==> src/csr_pkg.sv <==
// --------------------------------------
// machine mode only, 32-bit CSR data
// addresses are 12 bits as in the CSR instruction field
// --------------------------------------
package csr_pkg;

    // implemented CSR addresses
    localparam logic [11:0] ADDR_MSTATUS   = 12'h300;
    localparam logic [11:0] ADDR_MISA      = 12'h301;
    localparam logic [11:0] ADDR_MIE       = 12'h304;
    localparam logic [11:0] ADDR_MTVEC     = 12'h305;
    localparam logic [11:0] ADDR_MSCRATCH  = 12'h340;
    localparam logic [11:0] ADDR_MEPC      = 12'h341;
    localparam logic [11:0] ADDR_MCAUSE    = 12'h342;
    localparam logic [11:0] ADDR_MTVAL     = 12'h343;
    localparam logic [11:0] ADDR_MIP       = 12'h344;
    localparam logic [11:0] ADDR_MVENDORID = 12'hF11;
    localparam logic [11:0] ADDR_MARCHID   = 12'hF12;
    localparam logic [11:0] ADDR_MIMPID    = 12'hF13;
    localparam logic [11:0] ADDR_MHARTID   = 12'hF14;

    // read-only values
    localparam logic [31:0] MISA_VALUE      = 32'h4000_0100; // rv32i
    localparam logic [31:0] MVENDORID_VALUE = 32'h0000_0000; // non-commercial
    localparam logic [31:0] MARCHID_VALUE   = 32'h0000_0000;
    localparam logic [31:0] MIMPID_VALUE    = 32'h0000_0001;
    localparam logic [31:0] MHARTID_VALUE   = 32'h0000_0000; // single hart

    // interrupt cause codes
    localparam logic [30:0] CAUSE_EXT   = 31'd11;
    localparam logic [30:0] CAUSE_SOFT  = 31'd3;
    localparam logic [30:0] CAUSE_TIMER = 31'd7;

    // mstatus bits
    localparam int MIE_BIT  = 3;
    localparam int MPIE_BIT = 7;

    // mie / mip bits
    localparam int MEIP_BIT = 11;
    localparam int MSIP_BIT = 3;
    localparam int MTIP_BIT = 7;

    // interrupt source select reported with a taken trap
    localparam logic [1:0] SRC_EXT   = 2'd0;
    localparam logic [1:0] SRC_SOFT  = 2'd1;
    localparam logic [1:0] SRC_TIMER = 2'd2;

    // request slots per requester port, one per credit
    localparam int CREDITS  = 2;
    localparam int CREDIT_W = 2;

    // mcause word, whole or split into flag and code
    typedef union packed {
        logic [31:0] raw;
        struct packed {
            logic        irq;
            logic [30:0] code;
        } split;
    } cause_u;

endpackage
==> src/trap_csr_top.sv <==
// --------------------------------------
// mtimecmp is an input, mtime runs on clk
// --------------------------------------
`timescale 1ns/100ps

module trap_csr_top (
    input  logic        clk,
    input  logic        rst,
    input  logic [31:0] pc,
    input  logic [31:0] pc_next,
    input  logic [31:0] inst_cur,
    input  logic [31:0] exception_code,
    input  logic        exception_en,
    input  logic        branch_hazard,
    output logic        jmp_en,
    output logic [31:0] jmp_pc,
    input  logic        peripheral_int,
    input  logic [7:0]  peripheral_int_code,
    input  logic        soft_int,
    input  logic [7:0]  soft_int_code,
    output logic [7:0]  cur_int_code,
    input  logic [31:0] mtimecmp_low,
    input  logic [31:0] mtimecmp_high,
    output logic [31:0] mtime_low,
    output logic [31:0] mtime_high,
    input  logic        core_req_valid,
    input  logic        core_req_write,
    input  logic [11:0] core_req_addr,
    input  logic [31:0] core_req_wdata,
    output logic        core_credit,
    output logic        core_rsp_valid,
    output logic [31:0] core_rsp_rdata,
    input  logic        dbg_req_valid,
    input  logic        dbg_req_write,
    input  logic [11:0] dbg_req_addr,
    input  logic [31:0] dbg_req_wdata,
    output logic        dbg_credit,
    output logic        dbg_rsp_valid,
    output logic [31:0] dbg_rsp_rdata
);

    logic        bus_valid, bus_write, bus_ready;
    logic [11:0] bus_addr;
    logic [31:0] bus_wdata, bus_rdata;
    logic        ext_pending, soft_pending, timer_pending;
    logic [7:0]  int_code;
    logic        trap_irq_taken;
    logic [1:0]  trap_src;

    csr_arbiter u_arbiter (
        .clk, .rst,
        .core_req_valid, .core_req_write, .core_req_addr, .core_req_wdata,
        .core_credit, .core_rsp_valid, .core_rsp_rdata,
        .dbg_req_valid, .dbg_req_write, .dbg_req_addr, .dbg_req_wdata,
        .dbg_credit, .dbg_rsp_valid, .dbg_rsp_rdata,
        .bus_valid, .bus_write, .bus_addr, .bus_wdata, .bus_ready, .bus_rdata
    );

    csr_file u_csr_file (
        .clk, .rst,
        .pc, .pc_next, .inst_cur, .exception_code, .exception_en, .branch_hazard,
        .bus_valid, .bus_write, .bus_addr, .bus_wdata, .bus_ready, .bus_rdata,
        .ext_pending, .soft_pending, .timer_pending, .int_code,
        .trap_irq_taken, .trap_src, .jmp_en, .jmp_pc, .cur_int_code
    );

    irq_capture u_irq_capture (
        .clk, .rst,
        .peripheral_int, .peripheral_int_code, .soft_int, .soft_int_code,
        .trap_irq_taken, .trap_src,
        .ext_pending, .soft_pending, .int_code
    );

    machine_timer u_machine_timer (
        .clk, .rst,
        .mtimecmp_low, .mtimecmp_high,
        .mtime_low, .mtime_high, .timer_pending
    );

endmodule

==> src/csr_file.sv <==
// --------------------------------------
// no mret, traps only enter; one trap per redirect cycle
// exceptions win over interrupts, ext > soft > timer
// --------------------------------------
`timescale 1ns/100ps

module csr_file (
    input  logic        clk,
    input  logic        rst,
    input  logic [31:0] pc,
    input  logic [31:0] pc_next,
    input  logic [31:0] inst_cur,
    input  logic [31:0] exception_code,
    input  logic        exception_en,
    input  logic        branch_hazard,
    input  logic        bus_valid,
    input  logic        bus_write,
    input  logic [11:0] bus_addr,
    input  logic [31:0] bus_wdata,
    output logic        bus_ready,
    output logic [31:0] bus_rdata,
    input  logic        ext_pending,
    input  logic        soft_pending,
    input  logic        timer_pending,
    input  logic [7:0]  int_code,
    output logic        trap_irq_taken,
    output logic [1:0]  trap_src,
    output logic        jmp_en,
    output logic [31:0] jmp_pc,
    output logic [7:0]  cur_int_code
);
    import csr_pkg::*;

    logic [31:0] mstatus;
    logic [31:0] mie;
    logic [31:0] mtvec;
    logic [31:0] mscratch;
    logic [31:0] mepc;
    logic [31:0] mcause;
    logic [31:0] mtval;
    logic [31:0] mip_view;
    logic        irq_ext;
    logic        irq_soft;
    logic        irq_timer;
    logic        irq_any;
    logic        take_trap;
    logic        csr_wr;
    cause_u      trap_cause;
    logic [31:0] vec_base;
    logic [31:0] trap_target;

    // pending bits come straight from hardware
    always_comb begin
        mip_view           = 32'd0;
        mip_view[MEIP_BIT] = ext_pending;
        mip_view[MSIP_BIT] = soft_pending;
        mip_view[MTIP_BIT] = timer_pending;
    end

    assign irq_ext   = mstatus[MIE_BIT] & mie[MEIP_BIT] & ext_pending;
    assign irq_soft  = mstatus[MIE_BIT] & mie[MSIP_BIT] & soft_pending & ~irq_ext;
    assign irq_timer = mstatus[MIE_BIT] & mie[MTIP_BIT] & timer_pending
                       & ~irq_ext & ~irq_soft;
    assign irq_any   = irq_ext | irq_soft | irq_timer;

    // jmp_en high means the core is redirecting this cycle
    assign take_trap      = (exception_en | irq_any) & ~branch_hazard & ~jmp_en;
    assign trap_irq_taken = take_trap & ~exception_en;
    assign trap_src       = irq_ext ? SRC_EXT : (irq_soft ? SRC_SOFT : SRC_TIMER);

    assign bus_ready = ~take_trap; // trap owns the CSRs this cycle
    assign csr_wr    = bus_valid & bus_ready & bus_write;

    always_comb begin
        if (exception_en) begin
            trap_cause.raw = exception_code;
        end else begin
            trap_cause.split.irq = 1'b1;
            if (irq_ext) trap_cause.split.code = CAUSE_EXT;
            else if (irq_soft) trap_cause.split.code = CAUSE_SOFT;
            else trap_cause.split.code = CAUSE_TIMER;
        end
    end

    // vectored offset only for interrupts in mode 1
    assign vec_base    = {mtvec[31:2], 2'b00};
    assign trap_target = (!exception_en && mtvec[1:0] == 2'b01)
                         ? vec_base + {trap_cause.split.code[29:0], 2'b00}
                         : vec_base;

    always_comb begin
        case (bus_addr)
            ADDR_MSTATUS:   bus_rdata = mstatus;
            ADDR_MISA:      bus_rdata = MISA_VALUE;
            ADDR_MIE:       bus_rdata = mie;
            ADDR_MTVEC:     bus_rdata = mtvec;
            ADDR_MSCRATCH:  bus_rdata = mscratch;
            ADDR_MEPC:      bus_rdata = mepc;
            ADDR_MCAUSE:    bus_rdata = mcause;
            ADDR_MTVAL:     bus_rdata = mtval;
            ADDR_MIP:       bus_rdata = mip_view;
            ADDR_MVENDORID: bus_rdata = MVENDORID_VALUE;
            ADDR_MARCHID:   bus_rdata = MARCHID_VALUE;
            ADDR_MIMPID:    bus_rdata = MIMPID_VALUE;
            ADDR_MHARTID:   bus_rdata = MHARTID_VALUE;
            default:        bus_rdata = 32'd0; // unimplemented
        endcase
    end

    always_ff @(posedge clk or negedge rst) begin
        if (!rst) begin
            mstatus  <= 32'd0;
            mie      <= 32'd0;
            mtvec    <= 32'd0;
            mscratch <= 32'd0;
            mepc     <= 32'd0;
            mcause   <= 32'd0;
            mtval    <= 32'd0;
            jmp_en   <= 1'b0;
        end else begin
            jmp_en <= take_trap;
            if (take_trap) begin
                mstatus[MPIE_BIT] <= mstatus[MIE_BIT];
                mstatus[MIE_BIT]  <= 1'b0;
                mepc              <= exception_en ? pc : pc_next;
                mcause            <= trap_cause.raw;
                if (exception_en) mtval <= inst_cur;
            end else if (csr_wr) begin
                case (bus_addr)
                    ADDR_MSTATUS:  mstatus  <= bus_wdata;
                    ADDR_MIE:      mie      <= bus_wdata;
                    ADDR_MTVEC:    mtvec    <= bus_wdata;
                    ADDR_MSCRATCH: mscratch <= bus_wdata;
                    ADDR_MEPC:     mepc     <= bus_wdata;
                    ADDR_MCAUSE:   mcause   <= bus_wdata;
                    ADDR_MTVAL:    mtval    <= bus_wdata;
                    default: ;     // read-only, mip and unimplemented
                endcase
            end
        end
    end

    always_ff @(posedge clk) begin
        if (take_trap) jmp_pc <= trap_target;
        if (trap_irq_taken) begin
            cur_int_code <= irq_timer ? CAUSE_TIMER[7:0] : int_code;
        end
    end

endmodule

==> src/machine_timer.sv <==
// --------------------------------------
// mtime counts on clk, compare is registered one cycle
// --------------------------------------
`timescale 1ns/100ps

module machine_timer (
    input  logic        clk,
    input  logic        rst,
    input  logic [31:0] mtimecmp_low,
    input  logic [31:0] mtimecmp_high,
    output logic [31:0] mtime_low,
    output logic [31:0] mtime_high,
    output logic        timer_pending
);

    logic [63:0] mtime;
    logic [63:0] mtimecmp;
    logic        reached;

    assign mtimecmp = {mtimecmp_high, mtimecmp_low};
    assign reached  = (mtime >= mtimecmp);

    always_ff @(posedge clk or negedge rst) begin
        if (!rst) begin
            mtime <= 64'd0;
        end else begin
            mtime <= mtime + 64'd1; // free running, wraps
        end
    end

    // level stays high until mtimecmp is moved past mtime
    always_ff @(posedge clk or negedge rst) begin
        if (!rst) begin
            timer_pending <= 1'b0;
        end else begin
            timer_pending <= reached;
        end
    end

    assign mtime_low  = mtime[31:0];
    assign mtime_high = mtime[63:32];

endmodule

==> src/irq_capture.sv <==
// --------------------------------------
// interrupt lines are sampled on clk, a rise sets pending
// --------------------------------------
`timescale 1ns/100ps

module irq_capture (
    input  logic       clk,
    input  logic       rst,
    input  logic       peripheral_int,
    input  logic [7:0] peripheral_int_code,
    input  logic       soft_int,
    input  logic [7:0] soft_int_code,
    input  logic       trap_irq_taken,
    input  logic [1:0] trap_src,
    output logic       ext_pending,
    output logic       soft_pending,
    output logic [7:0] int_code
);
    import csr_pkg::*;

    logic       ext_prev;
    logic       soft_prev;
    logic       ext_rise;
    logic       soft_rise;
    logic [7:0] ext_code;
    logic [7:0] soft_code;

    assign ext_rise  = peripheral_int & ~ext_prev;
    assign soft_rise = soft_int & ~soft_prev;

    always_ff @(posedge clk) begin
        if (ext_rise) ext_code <= peripheral_int_code;
        if (soft_rise) soft_code <= soft_int_code;
    end

    always_ff @(posedge clk or negedge rst) begin
        if (!rst) begin
            ext_prev     <= 1'b0;
            soft_prev    <= 1'b0;
            ext_pending  <= 1'b0;
            soft_pending <= 1'b0;
        end else begin
            ext_prev  <= peripheral_int;
            soft_prev <= soft_int;
            // a new rise wins over a clear in the same cycle
            if (ext_rise) ext_pending <= 1'b1;
            else if (trap_irq_taken && trap_src == SRC_EXT) ext_pending <= 1'b0;
            if (soft_rise) soft_pending <= 1'b1;
            else if (trap_irq_taken && trap_src == SRC_SOFT) soft_pending <= 1'b0;
        end
    end

    // external first, matches trap priority
    assign int_code = ext_pending ? ext_code : (soft_pending ? soft_code : 8'd0);

endmodule

==> src/csr_arbiter.sv <==
// --------------------------------------
// requesters must respect their credits, no request is refused
// slot depth CREDITS is assumed a power of two
// --------------------------------------
`timescale 1ns/100ps

module csr_arbiter (
    input  logic        clk,
    input  logic        rst,
    input  logic        core_req_valid,
    input  logic        core_req_write,
    input  logic [11:0] core_req_addr,
    input  logic [31:0] core_req_wdata,
    output logic        core_credit,
    output logic        core_rsp_valid,
    output logic [31:0] core_rsp_rdata,
    input  logic        dbg_req_valid,
    input  logic        dbg_req_write,
    input  logic [11:0] dbg_req_addr,
    input  logic [31:0] dbg_req_wdata,
    output logic        dbg_credit,
    output logic        dbg_rsp_valid,
    output logic [31:0] dbg_rsp_rdata,
    output logic        bus_valid,
    output logic        bus_write,
    output logic [11:0] bus_addr,
    output logic [31:0] bus_wdata,
    input  logic        bus_ready,
    input  logic [31:0] bus_rdata
);
    import csr_pkg::*;

    logic                req_v [2];
    logic                req_w [2];
    logic [11:0]         req_a [2];
    logic [31:0]         req_d [2];
    logic                q_w [2][CREDITS];
    logic [11:0]         q_a [2][CREDITS];
    logic [31:0]         q_d [2][CREDITS];
    logic [CREDIT_W-2:0] wr_ptr [2];
    logic [CREDIT_W-2:0] rd_ptr [2];
    logic [CREDIT_W-1:0] count [2];
    logic [1:0]          busy;
    logic                rr_next;   // port served next when both wait
    logic                sel;
    logic                grant;
    logic [1:0]          grant_port;
    logic [1:0]          rsp_v;
    logic [31:0]         rsp_data;

    // port 0 is the core, port 1 the debug host
    assign req_v[0] = core_req_valid;
    assign req_w[0] = core_req_write;
    assign req_a[0] = core_req_addr;
    assign req_d[0] = core_req_wdata;
    assign req_v[1] = dbg_req_valid;
    assign req_w[1] = dbg_req_write;
    assign req_a[1] = dbg_req_addr;
    assign req_d[1] = dbg_req_wdata;

    assign busy[0] = (count[0] != '0);
    assign busy[1] = (count[1] != '0);
    assign sel     = (busy[0] && busy[1]) ? rr_next : busy[1];

    assign bus_valid = |busy;
    assign bus_write = q_w[sel][rd_ptr[sel]];
    assign bus_addr  = q_a[sel][rd_ptr[sel]];
    assign bus_wdata = q_d[sel][rd_ptr[sel]];

    assign grant      = bus_valid & bus_ready;
    assign grant_port = {grant & sel, grant & ~sel};

    always_ff @(posedge clk) begin
        for (int p = 0; p < 2; p++) begin
            if (req_v[p]) begin
                q_w[p][wr_ptr[p]] <= req_w[p];
                q_a[p][wr_ptr[p]] <= req_a[p];
                q_d[p][wr_ptr[p]] <= req_d[p];
            end
        end
        if (grant) begin
            rsp_data <= bus_rdata; // value before any write of this access
        end
    end

    always_ff @(posedge clk or negedge rst) begin
        if (!rst) begin
            for (int p = 0; p < 2; p++) begin
                wr_ptr[p] <= '0;
                rd_ptr[p] <= '0;
                count[p]  <= '0;
            end
            rr_next <= 1'b0;
            rsp_v   <= 2'b00;
        end else begin
            for (int p = 0; p < 2; p++) begin
                if (req_v[p]) begin
                    wr_ptr[p] <= wr_ptr[p] + 1'b1;
                end
                if (grant_port[p]) begin
                    rd_ptr[p] <= rd_ptr[p] + 1'b1;
                end
                if (req_v[p] && !grant_port[p]) begin
                    count[p] <= count[p] + 1'b1;
                end else if (!req_v[p] && grant_port[p]) begin
                    count[p] <= count[p] - 1'b1;
                end
            end
            if (grant) begin
                rr_next <= ~sel;
            end
            rsp_v <= grant_port; // response and credit one cycle after the bus
        end
    end

    assign core_rsp_valid = rsp_v[0];
    assign core_credit    = rsp_v[0];
    assign core_rsp_rdata = rsp_data;
    assign dbg_rsp_valid  = rsp_v[1];
    assign dbg_credit     = rsp_v[1];
    assign dbg_rsp_rdata  = rsp_data;

endmodule

==> config.mk <==
export PLATFORM = sky130hd
export DESIGN_NAME = trap_csr_top
export DESIGN_NICKNAME = d
export VERILOG_FILES = /design/src/csr_pkg.sv /design/src/trap_csr_top.sv /design/src/csr_file.sv /design/src/machine_timer.sv /design/src/irq_capture.sv /design/src/csr_arbiter.sv
export SDC_FILE = /design/constraint.sdc
export NUM_CORES = 1
export LEC_CHECK = 0
export ABC_AREA = 1
export BUFFER_PORTS_ARGS = -buffer_cell sky130_fd_sc_hd__buf_2
export CORE_MARGIN = 2
export CORE_UTILIZATION = 45
export CTS_CLUSTER_DIAMETER = 150
export CTS_CLUSTER_SIZE = 10
export DETAILED_ROUTE_END_ITERATION = 16
export GPL_TIMING_DRIVEN = 1
export PLACE_DENSITY = 0.76
export SLEW_MARGIN = 15
export SYNTH_ARGS = -nofsm -noshare
export SYNTH_HDL_FRONTEND = slang
export SYNTH_SLANG_ARGS = --single-unit
==> constraint.sdc <==
create_clock -name clk -period 4.8 [get_ports clk]
set_clock_uncertainty 0.05 [all_clocks]
set_input_delay 0.24 -clock clk [delete_from_list [all_inputs] [get_ports clk]]
set_output_delay 0.24 -clock clk [all_outputs]
set_load 0.03 [all_outputs]
==> impl_metrics.prom <==
# TYPE chip_impl_metric gauge
chip_impl_info{name="run_status",value="finished, final reports clean"} 1
chip_impl_info{name="top_layer_used",value="met5"} 1
chip_impl_metric{name="drt-vias-per-instance",unit=""} 5.70
chip_impl_metric{name="grtUsageTotal",unit="%"} 32.0
chip_impl_metric{name="total_area_of_multi_input_combinational_cells",unit="mm^2"} 0.0129
chip_impl_metric{name="yosysSeqAreaShare",unit="%"} 50.8
chip_impl_metric{name="via_count",unit=""} 29136
chip_impl_info{name="ys_flop_type",value="dfrtp_1"} 1
chip_impl_metric{name="critPathMaxStageDelay",unit="ns"} 0.77
chip_impl_metric{name="critical_path_peak_fanout",unit=""} 40
chip_impl_info{name="synth_area_leaders",value="edfxtp_1, dfrtp_1, nand2_1"} 1
chip_impl_metric{name="timing.final.crit_share",unit="%"} 93.7
chip_impl_info{name="critical_path.top_delay_family",value="buffers and inverters"} 1
chip_impl_info{name="yosys.area.top_type",value="edfxtp_1"} 1
chip_impl_metric{name="ys_seq_elements",unit=""} 571
chip_impl_info{name="path_class",value="flip-flop to flip-flop"} 1
chip_impl_metric{name="cts-buffers-inserted",unit=""} 67
chip_impl_metric{name="slew_violations",unit=""} 0
chip_impl_metric{name="synth.avg_cell_area",unit="um^2"} 8.50
chip_impl_metric{name="post_cts.repair.setup_buffers",unit=""} 0
chip_impl_metric{name="cts.sinks",unit=""} 571
chip_impl_metric{name="grt_first_pass_wirelength",unit="mm"} 170
chip_impl_metric{name="grt-ovfl-total",unit=""} 0
chip_impl_metric{name="wl_met2",unit="mm"} 51.9
chip_impl_metric{name="critical_path.n_buffers_inverters",unit=""} 4
chip_impl_metric{name="crit_arrival",unit="ns"} 5.01
chip_impl_info{name="critical_path.startpoint_type",value="flip-flop"} 1
chip_impl_metric{name="worst_skew_pair.late_latency",unit="ns"} 0.64
chip_impl_metric{name="max_freq",unit="GHz"} 0.222
chip_impl_info{name="worstSetupEndpointType",value="flip-flop"} 1
chip_impl_metric{name="die-width",unit="um"} 265
chip_impl_metric{name="fp.dieH",unit="um"} 265
chip_impl_metric{name="vdd.ir_drop.worst",unit="V"} 0.000339
chip_impl_metric{name="ctsHtreeMaxLevel",unit=""} 3
chip_impl_metric{name="synth-warning-count",unit=""} 0
chip_impl_metric{name="rr_worst_depth",unit=""} 12
chip_impl_metric{name="dp_hpwl",unit="mm"} 82.0
chip_impl_metric{name="timing.critical_path.depth",unit=""} 12
chip_impl_metric{name="met3_layer_wire_length_in_the_routed_design",unit="mm"} 11.2
chip_impl_metric{name="initial_standard_cell_utilization_of_the_core",unit="%"} 45.6
chip_impl_metric{name="final-instance-count-excl-fill",unit=""} 5116
chip_impl_info{name="grt_setup_unrepaired",value="false"} 1
chip_impl_metric{name="area_growth_syn_to_layout",unit="%"} 22.1
chip_impl_metric{name="max-clock-path-buffers",unit=""} 3
chip_impl_info{name="critical_path.slowest_cell",value="o31ai_2"} 1
chip_impl_info{name="worstHoldPathType",value="input pin to flip-flop"} 1
chip_impl_metric{name="worst_hold_margin",unit="ns"} 0.00270
chip_impl_info{name="startpoint",value="u_arbiter.count[0]"} 1
chip_impl_metric{name="vias_in_the_first_global_route",unit=""} 27887
chip_impl_metric{name="synth_edf_count",unit=""} 266
chip_impl_metric{name="finalSetupViolations",unit=""} 0
chip_impl_metric{name="async_reset_ff_share",unit="%"} 53.4
chip_impl_metric{name="drt-total-wl",unit="mm"} 115
chip_impl_info{name="cts_root_buffer",value="clkbuf_16"} 1
chip_impl_metric{name="p_per_area",unit="mW/mm^2"} 508
chip_impl_metric{name="wire_length_per_cell",unit="um"} 22.4
chip_impl_metric{name="mapped_cell_area",unit="mm^2"} 0.0307
chip_impl_metric{name="fp-row-count",unit=""} 95
chip_impl_metric{name="grt_max_degree",unit=""} 125
chip_impl_metric{name="gp_congestion",unit=""} 0.968
chip_impl_info{name="yosysMostFrequentCell",value="nand2_1"} 1
chip_impl_info{name="critical_path.most_common_cell",value="nand2_1"} 1
chip_impl_info{name="reg2reg_to",value="u_csr_file.mepc[13]"} 1
chip_impl_metric{name="fillers",unit=""} 5983
chip_impl_metric{name="area.sequential",unit="mm^2"} 0.0156
chip_impl_metric{name="total_leakage_power",unit="nW"} 18.5
chip_impl_metric{name="dr.pass1.iters",unit=""} 5
chip_impl_metric{name="fin_crit",unit="ns"} 4.50
chip_impl_metric{name="design.die.area",unit="mm^2"} 0.0704
chip_impl_metric{name="max-slew-margin-rel",unit="%"} 30.9
chip_impl_metric{name="fin_nets",unit=""} 4606
chip_impl_info{name="critical_path.reg2reg.startpoint",value="u_arbiter.count[0]"} 1
chip_impl_metric{name="netlist.area_leader.share",unit="%"} 26.0
chip_impl_metric{name="grt_antenna_before_repair",unit=""} 3
chip_impl_metric{name="synthCells",unit=""} 3614
chip_impl_metric{name="drc_errors",unit=""} 0
chip_impl_metric{name="drive_above_1_share",unit="%"} 17.2
chip_impl_metric{name="cap_violations",unit=""} 0
chip_impl_metric{name="clk_pin_slew_worst_paths",unit="ns"} 0.06
chip_impl_metric{name="worst_slew_pin_slew",unit="ns"} 1.03
chip_impl_metric{name="timing.critical_path.required",unit="ns"} 5.31
chip_impl_metric{name="fp.coreArea",unit="mm^2"} 0.0674
chip_impl_metric{name="hold_viol_final",unit=""} 0
chip_impl_metric{name="fin_setup_tns",unit="ns"} 0
chip_impl_info{name="critPathCapture",value="u_csr_file.mepc[13]"} 1
chip_impl_info{name="critical_path.cell_chain",value="nor2_2 > inv_2 > nand2_4 > buf_4 > buf_4 > nor2_1 > o31ai_2 > nand2_1 > o31ai_1 > dlygate4sd3_1 > nand2_1 > nand2_1"} 1
chip_impl_metric{name="detail-route-antenna-nets",unit=""} 0
chip_impl_metric{name="drt_first_iter_violations",unit=""} 3481
chip_impl_metric{name="placedCellCount",unit=""} 4824
chip_impl_info{name="synth.top_cells.by_count",value="nand2_1, dfrtp_1, nor2_1, inv_1, edfxtp_1"} 1
chip_impl_info{name="tritoncts",value="yes"} 1
chip_impl_metric{name="io_buffer_count",unit=""} 476
chip_impl_metric{name="r2r_slack",unit="ns"} 0.30
chip_impl_metric{name="synth.distinct_cells",unit=""} 54
chip_impl_metric{name="m1WireLength",unit="mm"} 45.4
chip_impl_metric{name="report.power.total",unit="W"} 0.0191
chip_impl_metric{name="ios",unit=""} 479
chip_impl_metric{name="post_cts.resized_instances",unit=""} 0
cells by family after synthesis:
kind of cell / share of synthesized area (%)
compound gates: 8.04
flops: 50.8
fa+ha+maj: 3.97
other cells: 0.0122
simple gates: 27.4
xor+xnor: 2.42
buf+inv: 7.32
worst min path at each step:
| stage | start | to | cells past startpoint |
|---|---|---|---|
| floorplan | rst | u_arbiter.count[0] | 0 |
| global placement | peripheral_int | u_irq_capture.ext_prev | 1 |
| detailed placement | peripheral_int | u_irq_capture.ext_prev | 1 |
| CTS | exception_code[9] | u_csr_file.mcause[9] | 5 |
| global route | pc_next[10] | u_csr_file.mepc[10] | 5 |
| finish | pc_next[11] | u_csr_file.mepc[11] | 5 |
power by group:
part	switching [W]	total, W	internal [W]
registers	0.000543	0.00655	0.00601
clock network	0.00211	0.00474	0.00263
logic	0.00570	0.00777	0.00207
area by class of cell:
type	count	area share, %
flip-flops and latches	571	41.6
multi-input cells	2538	34.4
repair buffers	735	12.9
clock buffers	99	4.79
well taps	873	2.91
inverters	290	2.91
clock inverters	8	0.430
diodes	2	0.0133
worst reg2reg max path, delay by kind of cell (launching register included):
| family | cells | cell delay, ns |
|---|---|---|
| AO/OA/AOI/OAI | 2 | 0.98 |
| flip-flops | 1 | 0.41 |
| buffers and inverters | 4 | 1.69 |
| AND/OR/NAND/NOR | 6 | 1.31 |
metal layers:
metal / global-route usage, % / vias up
li1: - / 13246
met1: 42.9 / 13825
met2: 49.6 / 1721
met3: 6.61 / 342
met4: 15.7 / 2
met5: 0 / -
registers in the layout, summed over array words and instances, names as in the netlist, 30 cells and up:
name / flops
u_csr_file.mepc: 32
u_arbiter.q_d: 128
u_csr_file.mtval: 32
u_csr_file.mie: 32
u_csr_file.mtvec: 32
u_csr_file.mscratch: 32
u_machine_timer.mtime: 64
u_csr_file.mcause: 32
u_arbiter.q_a: 48
u_csr_file.jmp_pc: 30
u_arbiter.core_rsp_rdata: 32
u_csr_file.mstatus: 32
layout by cell type, fill, tap and decap left out, types with 151 or more instances in the layout:
cell	netlist	final
dlygate4sd3_1	0	183
nand4_1	225	225
dfrtp_1	305	305
nand2_1	1111	1109
nor2_1	293	287
edfxtp_1	266	266
o21ai_0	192	192
buf_2	74	475
nand3_1	151	151
inv_1	276	274
metrics by stage:
stage | cell area (um^2) | utilization, % | setup slack [ns]
2_1_floorplan | 30700 | - | 2.00
3_3_place_gp | 33700 | 50.1 | 0.979
3_5_place_dp | 33700 | 50.1 | 0.913
4_1_cts | 37500 | 55.7 | 0.570
5_1_grt | 37500 | 55.7 | 0.135
6_report | 37500 | 55.7 | 0.303
timing repair:
| action | CTS | global route |
|---|---|---|
| endpoints found under the setup margin | 0 | 0 |
| hold buffers | 183 | 0 |
| endpoints found under the hold margin | 375 | 0 |
(Power assumes the default switching activity.)
